**config.mk**
```make
export PLATFORM = sky130hd
export DESIGN_NAME = cpu_access_fsm
export DESIGN_NICKNAME = d
export VERILOG_FILES = /design/src/hw/video_pkg.sv /design/src/hw/cpu_access_fsm.sv
export SDC_FILE = /design/constraint.sdc
export NUM_CORES = 1
export LEC_CHECK = 0
export ABC_AREA = 0
export BUFFER_PORTS_ARGS = -buffer_cell sky130_fd_sc_hd__clkbuf_2
export CAP_MARGIN = 20
export CELL_PAD_IN_SITES_DETAIL_PLACEMENT = 1
export CELL_PAD_IN_SITES_GLOBAL_PLACEMENT = 2
export CORE_MARGIN = 2
export CORE_UTILIZATION = 25
export CTS_CLUSTER_SIZE = 8
export DETAILED_ROUTE_END_ITERATION = 7
export GPL_TIMING_DRIVEN = 0
export PLACE_DENSITY = 0.87
export SLEW_MARGIN = 20
export SYNTH_ARGS = -nofsm -noshare
export SYNTH_HDL_FRONTEND = slang
export SYNTH_SLANG_ARGS = --single-unit
```
**constraint.sdc**
```tcl
create_clock -name clk -period 2.6 [get_ports clk]
set_input_delay 0.26 -clock clk [delete_from_list [all_inputs] [get_ports clk]]
set_output_delay 0.26 -clock clk [all_outputs]
set_load 0.1 [all_outputs]
```
**src/hw/video_pkg.sv**
```systemverilog
package video_pkg;

	// Raster size in pixel clocks and lines
	localparam int unsigned H_TOTAL   = 384;
	localparam int unsigned V_TOTAL   = 264;
	localparam int unsigned H_VISIBLE = 256; // 32 tiles across
	localparam int unsigned V_VISIBLE = 224; // 28 tile rows

	// Slot phases, hcount[2:0] inside each 8-pixel slot
	// Phases 0-3 go to the renderer, 4-7 to the CPU
	localparam logic [2:0] SLOT_LOAD_PHASE = 3'd0; // Shifter takes the ROM row
	localparam logic [2:0] SLOT_CODE_PHASE = 3'd2; // Code byte on ram_q
	localparam logic [2:0] SLOT_ATTR_PHASE = 3'd4; // Attribute byte on ram_q
	localparam logic [2:0] SLOT_CPU_PHASE  = 3'd4; // First CPU-owned phase

	// Column x shows up when hcount == x + PIXEL_DELAY
	localparam int unsigned PIXEL_DELAY = 9;

endpackage
```
**src/hw/cpu_access_fsm.sv**
```systemverilog
module cpu_access_fsm (
	input  logic        clk,
	input  logic        reset,
	input  logic [8:0]  hcount,
	input  logic        cpu_wr,
	input  logic        cpu_rd,
	input  logic [10:0] cpu_addr,
	input  logic [7:0]  cpu_din,
	input  logic [7:0]  ram_q,
	output logic        cpu_slot,
	output logic        cpu_we,
	output logic [10:0] cpu_ram_addr,
	output logic [7:0]  cpu_ram_din,
	output logic [7:0]  cpu_dout,
	output logic        cpu_done
);

	enum logic [1:0] {IDLE, WAIT_SLOT, ACCESS, FINISH} state;

	logic [2:0]  next_phase; // Phase of the coming cycle
	logic        slot_next;  // Next cycle belongs to the CPU
	logic        strobe;
	logic        is_wr;      // Held request type
	logic [10:0] addr_q;
	logic [7:0]  din_q;
	logic [7:0]  dout_q;     // Last read data held after done

	assign next_phase = hcount[2:0] + 3'd1;
	assign slot_next  = (next_phase == video_pkg::SLOT_CPU_PHASE);
	assign strobe     = cpu_wr | cpu_rd;

	always_ff @(posedge clk) begin
		if (reset) begin
			state <= IDLE;
		end else begin
			case (state)
				IDLE:      if (strobe) state <= slot_next ? ACCESS : WAIT_SLOT;
				WAIT_SLOT: if (slot_next) state <= ACCESS;
				ACCESS:    state <= FINISH; // RAM sees the request this cycle
				FINISH:    state <= IDLE;
				default:   state <= IDLE;
			endcase
		end
	end

	// Request capture on the strobe
	always_ff @(posedge clk) begin
		if (state == IDLE && strobe) begin
			addr_q <= cpu_addr;
			din_q  <= cpu_din;
			is_wr  <= cpu_wr;
		end
		if (state == FINISH && !is_wr)
			dout_q <= ram_q; // Hold read data for the CPU
	end

	assign cpu_slot     = (state == ACCESS);
	assign cpu_we       = (state == ACCESS) && is_wr;
	assign cpu_ram_addr = addr_q;
	assign cpu_ram_din  = din_q;

	// Read data goes straight through in the done cycle
	assign cpu_done = (state == FINISH);
	assign cpu_dout = (state == FINISH && !is_wr) ? ram_q : dout_q;

	a_one_strobe: assert property (@(posedge clk) disable iff (reset)
		!(cpu_wr && cpu_rd))
		else $error("cpu_access_fsm: read and write strobes together");

	// A new request only after the previous done
	a_strobe_idle: assert property (@(posedge clk) disable iff (reset)
		strobe |-> state == IDLE)
		else $error("cpu_access_fsm: strobe while busy");

endmodule

```
==> results.txt, run 1 <==
Tmin final -> 2130 ps
Vias in the first global route -> 787
Post-CTS setup buffers -> 0
Die area -> 0.00483 mm2
Final Wtd Congestion -> 0.703
Clock Path Buffers -> 2
Final WL -> 2.39 mm
Kind of critical path -> flop to output port
PortBufs -> 63
Fillcell total -> 455
Register area -> 801 um2
Root buf cell -> clkbuf_8
Buf/Inv on CP -> 2
Post-synth top area cell -> edfxtp_1
CP top delay family -> buffers and inverters
Initial antenna violation count -> 0
DR iter-0 viols -> 27
Worst setup EP type -> output port
YS warnings -> 0
Final max-slew violation count -> 0
Setup_tns -> 0 ps
Row cnt -> 23
Layout cell share with drive strength beyond 1 -> 55.6%
Final hold violations -> 0
Clock Sinks -> 30
Die height -> 69.5 um
Max Cap Viol -> 0
Antenna Nets Post-Route -> 0
Multi-input logic area -> 263 um2
Post-DP HPWL -> 1.94 mm
Largest cells by area after synthesis -> edfxtp_1 56%, dfxtp_1 19%, mux2_1 8.4%, ha_1 5.8%, mux2_4 1.4%
Total GRT Usage -> 10.7%
Worst-Margin Slew -> 556 ps
Final nets -> 177
Maximum clock rate -> 469 MHz
Cells on Worst Hold Path -> 1
Hold buffers post-CTS -> 0
Cts bufs inserted -> 5
CTS tree -> done
Area of the core -> 0.00406 mm2
Number of synthesized register bits -> 30
Remaining DRCs -> 0
Worst EP arrival -> 1870 ps
DR vias -> 745
Clock input transition at the sequential cells of the worst setup and hold paths -> 70 ps
WL/cell -> 13.1 um
Largest net degree at the start of global routing -> 13
Maximum fanout along the worst path -> 8
Syn Inst Count -> 61
Ratio of final minimum period to clock period -> 81.9%
Sequential fraction of the synthesis area -> 74.6%
Die extent in x -> 69.5 um
Synthesized area -> 0.00107 mm2
Synth top area share -> 55.9%
Later-pin clock latency in the skew report -> 280 ps
Register-to-Register Setup Slack -> 980 ps
IO Pins -> 70
Netlist cell types -> 17
R2R cell count -> 4
Ant diodes -> 0
Syn nets -> 106
Stages on the worst setup path -> 5
Relative slew slack -> 63.1%
Run status -> finished clean
First-pass GRT wire length -> 3.84 mm
HP Class -> input port to flop
DR vias/cell -> 4.07
Worst path max stage delay -> 390 ps
Crit-path cells -> ha_1 -> nand2b_1 -> buf_2 -> mux2_1 -> clkbuf_2
Area grow syn2layout -> 46.4%
Initial core utilization -> 26.5%
Final setup skew -> 8.08 ps
Final Setup Violations -> 0
CP Launch Type -> flop
Worst Path Required -> 2340 ps
# H-tree levels -> 2
CTS resizes -> 0
Overflow after GRT -> 0
Syn avg cell area -> 17.6 um2
Slowest-stage cell, CP -> clkbuf_2
RSZ-0062 raised after global routing -> no
TritonRoute pass-1 iters -> 3
-- registers in the layout, indices dropped and copies added (netlist names) --
signal / count
cpu_ram_din: 8
dout_q: 8
is_wr: 1
cpu_ram_addr: 11
state: 2
-- Yosys cell counts (all sizes together) --
master  number
a22o         1
and2         1
and4b        1
buf          1
dfxtp       10
edfxtp      20
ha           5
inv          2
mux2         9
mux2i        1
nand2b       2
nand3b       1
nor2         3
nor2b        2
nor3         1
o21bai       1
-- kinds of logic (layout without fill, tap and decap cells) --
logic type | Yosys count | count (layout) | share of synthesized area (%)
simple gates | 11 | 11 | 6.18
buf+inv | 3 | 75 | 1.17
compound gates | 2 | 2 | 1.52
flops | 30 | 30 | 74.6
mux | 10 | 10 | 10.7
fa+ha+maj | 5 | 5 | 5.83
-- path summary, 6_finish.rpt --
path,endpoint,startpoint
worst max-delay path,cpu_dout[3],state[1]$_SDFFE_PP0P_
worst min-delay path,cpu_ram_addr[3]$_DFFE_PP_,cpu_addr[3]
worst max register to register,cpu_ram_addr[7]$_DFFE_PP_,state[0]$_SDFFE_PP0P_
worst min register to register,dout_q[5]$_DFF_P_,dout_q[5]$_DFF_P_
-- routing by layer --
layer  track usage [%]  share of wire, %
met1              10.5                37
met4              5.88               2.0
met3              5.09               7.6
met5                 0                 0
met2              18.4                54
-- placed cells by master, fill, tap and decap left out, types with 2 or more instances in the layout --
cell      synthesis  final
clkbuf_8          0      5
nand2b_1          2      2
mux2_1            8      8
ha_1              5      5
nor2_1            3      3
clkbuf_2          0     63
edfxtp_1         20     20
inv_1             2      2
dfxtp_1          10     10
-- cell type report --
cell class	instances	area share [%]
Tap cell	50	3.98
Multi-Input combinational cell	28	16.7
Clock buffer	6	4.62
Timing Repair Buffer	64	20.8
Sequential cell	30	51.0
Buffer	1	0.318
Clock inverter	2	2.15
Inverter	2	0.478
-- stage by stage --
stage | utilization (%) | std cells | hold WS [ps] | setup slack, ps | cell area, um2
6_report | 38.7 | 183 | 146 | 469 | 1570
2_1_floorplan | - | 61 | 359 | 98.8 | 1070
3_3_place_gp | 35.8 | 174 | 439 | 309 | 1450
4_1_cts | 38.7 | 183 | 138 | 424 | 1570
3_5_place_dp | 36.1 | 175 | 439 | 741 | 1470
5_1_grt | 38.7 | 183 | 137 | 370 | 1570
-- worst reg2reg max path: cells and delay by family, from the launching register on --
| family | cells | cell delay, ps |
|---|---|---|
| and+or+nand+nor | 1 | 440 |
| DFF | 1 | 330 |
| buffers and inverters | 2 | 380 |
| adders and majority gates | 1 | 180 |
Power of run 1 is left out: the tool's default activity adds up to more than one toggle a clock period on the data nets, which glitch-free logic cannot reach.
==> run 2, diff against run 1 <==
--- a/config.mk
+++ b/config.mk
@@ -5,17 +5,17 @@
 export SDC_FILE = /design/constraint.sdc
 export NUM_CORES = 1
 export LEC_CHECK = 0
-export ABC_AREA = 0
+export ABC_AREA = 1
 export BUFFER_PORTS_ARGS = -buffer_cell sky130_fd_sc_hd__clkbuf_2
 export CAP_MARGIN = 20
 export CELL_PAD_IN_SITES_DETAIL_PLACEMENT = 1
 export CELL_PAD_IN_SITES_GLOBAL_PLACEMENT = 2
 export CORE_MARGIN = 2
-export CORE_UTILIZATION = 25
+export CORE_UTILIZATION = 22
 export CTS_CLUSTER_SIZE = 8
 export DETAILED_ROUTE_END_ITERATION = 7
 export GPL_TIMING_DRIVEN = 0
-export PLACE_DENSITY = 0.87
+export PLACE_DENSITY = 0.83
 export SLEW_MARGIN = 20
 export SYNTH_ARGS = -nofsm -noshare
 export SYNTH_HDL_FRONTEND = slang
==> constraint.sdc (replaced) <==
create_clock -name clk -period 1.8 [get_ports clk]
set_input_delay 0.18 -clock clk [delete_from_list [all_inputs] [get_ports clk]]
set_output_delay 0.18 -clock clk [all_outputs]
set_load 0.1 [all_outputs]
==> run 2 against run 1 <==
  * Register-to-register slack worse by 690 ps
  * First-iteration DRC count down 7.4%
  * Synthesized cell count grew 20%
  * Utilization is 3.4 points lower
  * Cell count grew 15%
  * Routed wire length increased by 6.4%
  * Via count increased by 8.9%
  * Critical path type unchanged
==> results.txt, run 2 <==
Run status -> finished clean (unchanged)
Metal-1 WL -> 900 um (was 877 um)
Final setup margin -> 90.0 ps (was 469 ps)
Xor and xnor area share after synthesis -> 0% (unchanged)
Main combinational cell family by area after synthesis -> multiplexers (unchanged)
Die area -> 0.00562 mm2 (was 0.00483 mm2)
Area of the core -> 0.00479 mm2 (was 0.00406 mm2)
Final Wtd Congestion -> 0.690 (was 0.703)
Root buf cell -> clkbuf_8 (unchanged)
Mux share of post-synthesis cell area -> 10.8% (was 10.7%)
DR iter-0 viols -> 25 (was 27)
Ys flop type -> edfxtp_1 (unchanged)
Met3 wire length -> 282 um (was 182 um)
Most common cell after layout, fill and taps aside -> clkbuf_2 (unchanged)
IO Pins -> 70 (unchanged)
Most frequent cells in the layout -> 55 x clkbuf_2, 20 x edfxtp_1, 13 x nand2_1 (was 63 x clkbuf_2, 20 x edfxtp_1, 10 x dfxtp_1)
Most frequent cell after synthesis -> edfxtp_1 (unchanged)
Post-synth top area cell -> edfxtp_1 (unchanged)
Max Cap Viol -> 0 (unchanged)
Layout cell share with drive strength beyond 1 -> 58.0% (was 55.6%)
HP Class -> input port to flop (unchanged)
Post-CTS setup buffers -> 0 (unchanged)
Min-delay src -> cpu_addr[4] (was cpu_addr[3])
Final hold violations -> 0 (unchanged)
Final setup skew -> 2.92 ps (was 8.08 ps)
Worst path max stage delay -> 360 ps (was 390 ps)
R2R cell count -> 4 (unchanged)
Worst-Margin Slew -> 543 ps (was 556 ps)
Post-synthesis async set-or-reset flop share -> 0% (unchanged)
Initial core utilization -> 23.1% (was 26.5%)
Syn nets -> 118 (was 106)
CP top delay family -> flip-flops (was buffers and inverters)
Largest net degree at the start of global routing -> 21 (was 13)
Pre-CTS setup slack -> -30.7 ps (was 741 ps)
DR vias/cell -> 3.86 (was 4.07)
Vias in the first global route -> 853 (was 787)
Kind of critical path -> flop to output port (unchanged)
Crit-path cells -> ha_2 -> nand2_4 -> mux2_4 -> clkbuf_8 (was ha_1 -> nand2b_1 -> buf_2 -> mux2_1 -> clkbuf_2)
FF-to-FF Start -> state[1]$_SDFFE_PP0P_ (was state[0]$_SDFFE_PP0P_)
Number of synthesized flops with an enable pin -> 20 (unchanged)
Total GRT Usage -> 9.01% (was 10.7%)
Overflow after GRT -> 0 (unchanged)
Cts bufs inserted -> 5 (unchanged)
Area grow syn2layout -> 52.7% (was 46.4%)
Critical path launch point -> state[1]$_SDFFE_PP0P_ (unchanged)
Number of synthesized register bits -> 30 (unchanged)
Clock Path Buffers -> 2 (unchanged)
Final Cell Area -> 0.00169 mm2 (was 0.00157 mm2)
CP Launch Type -> flop (unchanged)
Clock Sinks -> 30 (unchanged)
Simple-Gate Fraction of Synth Area -> 8.47% (was 6.18%)
Syn avg cell area -> 15.2 um2 (was 17.6 um2)
Sequential fraction of the synthesis area -> 72.3% (was 74.6%)
RSZ-0062 raised after global routing -> no (unchanged)
Final max-slew violation count -> 0 (unchanged)
Relative slew slack -> 63.7% (was 63.1%)
Adder-cell share of the synthesized area -> 5.65% (was 5.83%)
Antenna Nets Post-Route -> 0 (unchanged)
Highest routed layer -> met4 (unchanged)
Ratio of final minimum period to clock period -> 95.0%
Initial antenna violation count -> 0 (unchanged)
Hold buffers post-CTS -> 0 (unchanged)
Stages on the worst setup path -> 4 (was 5)
Netlist cell types -> 11 (was 17)
Clock input transition at the sequential cells of the worst setup and hold paths -> 60 ps (was 70 ps)
First-pass GRT wire length -> 3.71 mm (was 3.84 mm)
YS warnings -> 0 (unchanged)
Post-DP HPWL -> 2.09 mm (was 1.94 mm)
TritonRoute pass-1 iters -> 2 (was 3)
Number of flip-flops in the largest register -> 11 (unchanged)
Setup_tns -> 0 ps (unchanged)
Synth top area share -> 54.2% (was 55.9%)
Tmin final -> 1710 ps
Final WL -> 2.55 mm (was 2.39 mm)
Worst setup EP type -> output port (unchanged)
Largest cells by area after synthesis -> edfxtp_1 54%, dfxtp_1 18%, mux2_4 11%, ha_1 5.6%, nand2_1 4.4% (was edfxtp_1 56%, dfxtp_1 19%, mux2_1 8.4%, ha_1 5.8%, mux2_4 1.4%)
Worst EP arrival -> 1530 ps (was 1870 ps)
Ant diodes -> 0 (unchanged)
Synthesized area -> 0.00111 mm2 (was 0.00107 mm2)
Worst Path Required -> 1620 ps (was 2340 ps)
Maximum clock rate -> 585 MHz
DR vias -> 811 (was 745)
Most instantiated cells after synthesis -> 20 x edfxtp_1, 13 x nand2_1, 10 x dfxtp_1 (was 20 x edfxtp_1, 10 x dfxtp_1, 8 x mux2_1)
# H-tree levels -> 2 (unchanged)
Final nets -> 188 (was 177)
Syn Inst Count -> 73 (was 61)
Die extent in x -> 74.9 um (was 69.5 um)
Slowest-stage cell, CP -> dfxtp_1 (was clkbuf_2)
Placed Area -> 0.00151 mm2 (was 0.00147 mm2)
Compound-Gate Fraction of Synth Area -> 0% (was 1.52%)
CTS tree -> done (unchanged)
PortBufs -> 63 (unchanged)
Cells on Worst Hold Path -> 1 (unchanged)
Remaining DRCs -> 0 (unchanged)
Buf/Inv on CP -> 1 (was 2)
Final Setup Violations -> 0 (unchanged)
Maximum fanout along the worst path -> 8 (unchanged)
Later-pin clock latency in the skew report -> 270 ps (was 280 ps)
WL/cell -> 12.1 um (was 13.1 um)
DR WL met2 -> 1.33 mm (was 1.29 mm)
Die height -> 74.9 um (was 69.5 um)
Row cnt -> 25 (was 23)
## run 2: cell families (layout without fill, tap and decap cells)
family / count (synthesis) / count (layout)
simple gates: 22 / 22
fa+ha+maj: 5 / 5
flops: 30 / 30
buf+inv: 8 / 78
mux: 8 / 8
## run 2: through the flow
step / instances / utilization [%] / hold slack, ps
3_5_place_dp: 203 / 31.6 / 360
4_1_cts: 210 / 35.2 / 70.5
5_1_grt: 210 / 35.3 / 65.7
3_3_place_gp: 203 / 31.6 / 358
2_1_floorplan: 73 / - / 279
6_report: 210 / 35.3 / 80.2
## run 2: layout make-up
cell class	instances	area [um2]
clock buffers	5	68.8
inverters	8	30.0
fillers	568	3100
multi-input cells	35	289
flip-flops and latches	30	802
clock inverters	2	33.8
well taps	67	83.8
repair buffers	63	383
## run 2: layer usage
layer / vias to the layer above / track usage [%]
met3: 5 / 4.15
met1: 378 / 8.60
met5: - / 0
met4: 0 / 3.57
met2: 46 / 16.7
li1: 382 / -
## run 2: worst paths after layout
kind | to | slack [ps]
setup / recovery | cpu_dout[4] | 90
setup reg to reg | cpu_ram_addr[10]$_DFFE_PP_ | 290
hold / removal | cpu_ram_addr[4]$_DFFE_PP_ | 80
hold reg to reg | dout_q[5]$_DFF_P_ | 480
## run 2: repair_timing
action                                  in CTS  in global routing
pin swaps                                    0                  0
cloned                                       0                  0
resized for setup                           16                  3
endpoints found under the setup margin      28                  8
Power of run 2 is left out for the same reason.
==> run 3, diff against run 2 <==
--- a/config.mk
+++ b/config.mk
@@ -16,6 +16,7 @@
 export DETAILED_ROUTE_END_ITERATION = 7
 export GPL_TIMING_DRIVEN = 0
 export PLACE_DENSITY = 0.83
+export SETUP_SLACK_MARGIN = 0.15
 export SLEW_MARGIN = 20
 export SYNTH_ARGS = -nofsm -noshare
 export SYNTH_HDL_FRONTEND = slang
==> run 3 against run 2 <==
  * Via count rose by 0.49%
  * Die area stayed put
  * Critical path depth unchanged
  * Flip-flop and latch count did not move
  * Fmax up 5.1%
  * First-iteration DRC count fell by 12%
  * Worst setup slack better by 83 ps
  * Register-to-register slack hardly changed
  * Utilization rose by 1.4 points
  * Global-route usage grew 0.17 points
  * Non-clock buffer count is the same
  * Sequential share of layout area fell by 1.5 points
==> results.txt, run 3 (same netlist as run 2, synthesis figures left out) <==
Run status -> finished clean (unchanged)
Area of the core -> 0.00479 mm2 (unchanged)
Die extent in x -> 74.9 um (unchanged)
Critical path launch point -> state[0]$_SDFFE_PP0P_ (was state[1]$_SDFFE_PP0P_)
Post-DP HPWL -> 2.09 mm (unchanged)
DR vias -> 815 (was 811)
Remaining DRCs -> 0 (unchanged)
Relative slew slack -> 63.4% (was 63.7%)
Layout cell share with drive strength beyond 1 -> 59.0% (was 58.0%)
Later-pin clock latency in the skew report -> 270 ps (about the same)
Hold Path End -> cpu_ram_din[3]$_DFFE_PP_ (was cpu_ram_addr[4]$_DFFE_PP_)
Ant diodes -> 0 (unchanged)
Final max-slew violation count -> 0 (unchanged)
CP top delay family -> flip-flops (unchanged)
M1 GR Usage -> 9.02% (was 8.60%)
Ratio of final minimum period to clock period -> 90.4% (was 95.0%)
DR vias/cell -> 3.86 (about the same)
RSZ-0062 raised after global routing -> yes (was no)
R2R cell count -> 4 (unchanged)
Final nets -> 189 (was 188)
Total GRT Usage -> 9.18% (was 9.01%)
Min-delay src -> cpu_din[3] (was cpu_addr[4])
Vias in the first global route -> 850 (was 853)
Tmin final -> 1630 ps (was 1710 ps)
Largest net degree at the start of global routing -> 21 (unchanged)
Clock input transition at the sequential cells of the worst setup and hold paths -> 60 ps (about the same)
# H-tree levels -> 2 (unchanged)
Clock Sinks -> 30 (unchanged)
Die area -> 0.00562 mm2 (unchanged)
Final setup margin -> 173 ps (was 90.0 ps)
Worst setup EP type -> output port (unchanged)
IO Pins -> 70 (unchanged)
PortBufs -> 63 (unchanged)
Placed Area -> 0.00151 mm2 (unchanged)
Row cnt -> 25 (unchanged)
Pre-CTS setup slack -> -30.7 ps (unchanged)
FF-to-FF Start -> state[0]$_SDFFE_PP0P_ (was state[1]$_SDFFE_PP0P_)
Final setup skew -> 2.39 ps (was 2.92 ps)
Maximum fanout along the worst path -> 8 (unchanged)
Root buf cell -> clkbuf_8 (unchanged)
Max Cap Viol -> 0 (unchanged)
Final Wtd Congestion -> 0.690 (unchanged)
CP Launch Type -> flop (unchanged)
GR peak layer -> met2 (unchanged)
Final hold violations -> 0 (unchanged)
Area grow syn2layout -> 58.5% (was 52.7%)
Kind of critical path -> flop to output port (unchanged)
Register-to-Register Setup Slack -> 280 ps (was 290 ps)
HP Class -> input port to flop (unchanged)
Most common cell after layout, fill and taps aside -> clkbuf_2 (unchanged)
Slowest-stage cell, CP -> dfxtp_4 (was dfxtp_1)
GR Layer Usage met2 -> 16.8% (was 16.7%)
Met3 usage -> 4.15% (unchanged)
Final Setup Violations -> 0 (unchanged)
Worst path max stage delay -> 360 ps (about the same)
Crit-path cells -> ha_4 -> nand2_8 -> mux2_4 -> clkbuf_16 (was ha_2 -> nand2_4 -> mux2_4 -> clkbuf_8)
Maximum clock rate -> 615 MHz (was 585 MHz)
CTS tree -> done (unchanged)
Cells on Worst Hold Path -> 1 (unchanged)
Initial antenna violation count -> 0 (unchanged)
Post-CTS setup buffers -> 0 (unchanged)
TritonRoute pass-1 iters -> 3 (was 2)
Most frequent cells in the layout -> 53 x clkbuf_2, 20 x edfxtp_1, 13 x nand2_1 (was 55 x clkbuf_2, 20 x edfxtp_1, 13 x nand2_1)
Reg2reg end -> cpu_ram_din[1]$_DFFE_PP_ (was cpu_ram_addr[10]$_DFFE_PP_)
Final Cell Area -> 0.00176 mm2 (was 0.00169 mm2)
Initial core utilization -> 23.1% (unchanged)
Buf/Inv on CP -> 1 (unchanged)
Worst Path Required -> 1620 ps (about the same)
Overflow after GRT -> 0 (unchanged)
Clock Path Buffers -> 2 (unchanged)
Antenna Nets Post-Route -> 0 (unchanged)
First-pass GRT wire length -> 3.78 mm (was 3.71 mm)
Number of flip-flops in the largest register -> 11 (unchanged)
DR iter-0 viols -> 22 (was 25)
Worst-Margin Slew -> 551 ps (was 543 ps)
WL/cell -> 12.7 um (was 12.1 um)
Die height -> 74.9 um (unchanged)
Cts bufs inserted -> 5 (unchanged)
Final WL -> 2.68 mm (was 2.55 mm)
Hold buffers post-CTS -> 0 (unchanged)
Worst EP arrival -> 1450 ps (was 1530 ps)
-- run 3: worst max path at each step --
stage,slack [ps],depth (start not counted),to
2_1_floorplan,-40,4,cpu_we
3_3_place_gp,50,4,cpu_ram_din[0]$_DFFE_PP_
3_5_place_dp,-30,4,cpu_ram_din[0]$_DFFE_PP_
4_1_cts,90,4,cpu_dout[4]
5_1_grt,120,4,cpu_dout[0]
6_report,170,4,cpu_dout[0]
-- run 3: routing by layer --
layer  share of wire [%]  wire (um)  vias to the layer above
met5                   0          0                        -
met2                  52       1400                       45
li1                    -          -                      386
met1                  36        967                      378
met3                  10        280                        6
met4                 1.3         34                        0
-- run 3: layout make-up --
cell class | instances | area, um2
clock buffer | 5 | 68.8
sequential | 30 | 806
clock inverter | 2 | 33.8
tap | 67 | 83.8
timing repair buffer | 63 | 419
fill | 556 | 3030
inverter | 8 | 30.0
multi-input combinational | 36 | 314
-- run 3: stage by stage --
stage | util (%) | hold WS [ps] | instances | TNS (ps)
global placement | 31.6 | 358 | 203 | 0
floorplan | - | 279 | 73 | -39.0
global route | 36.7 | 65.7 | 211 | 0
detailed placement | 31.6 | 360 | 203 | -592
finish | 36.7 | 81.2 | 211 | 0
CTS | 35.9 | 70.5 | 210 | 0
-- run 3: what timing repair did --
action	4_1_cts	5_1_grt
gates cloned	0	1
endpoints found under the setup margin	29	30
gates resized for setup	22	14
pin swaps	0	2
Power of run 3 is left out for the same reason.
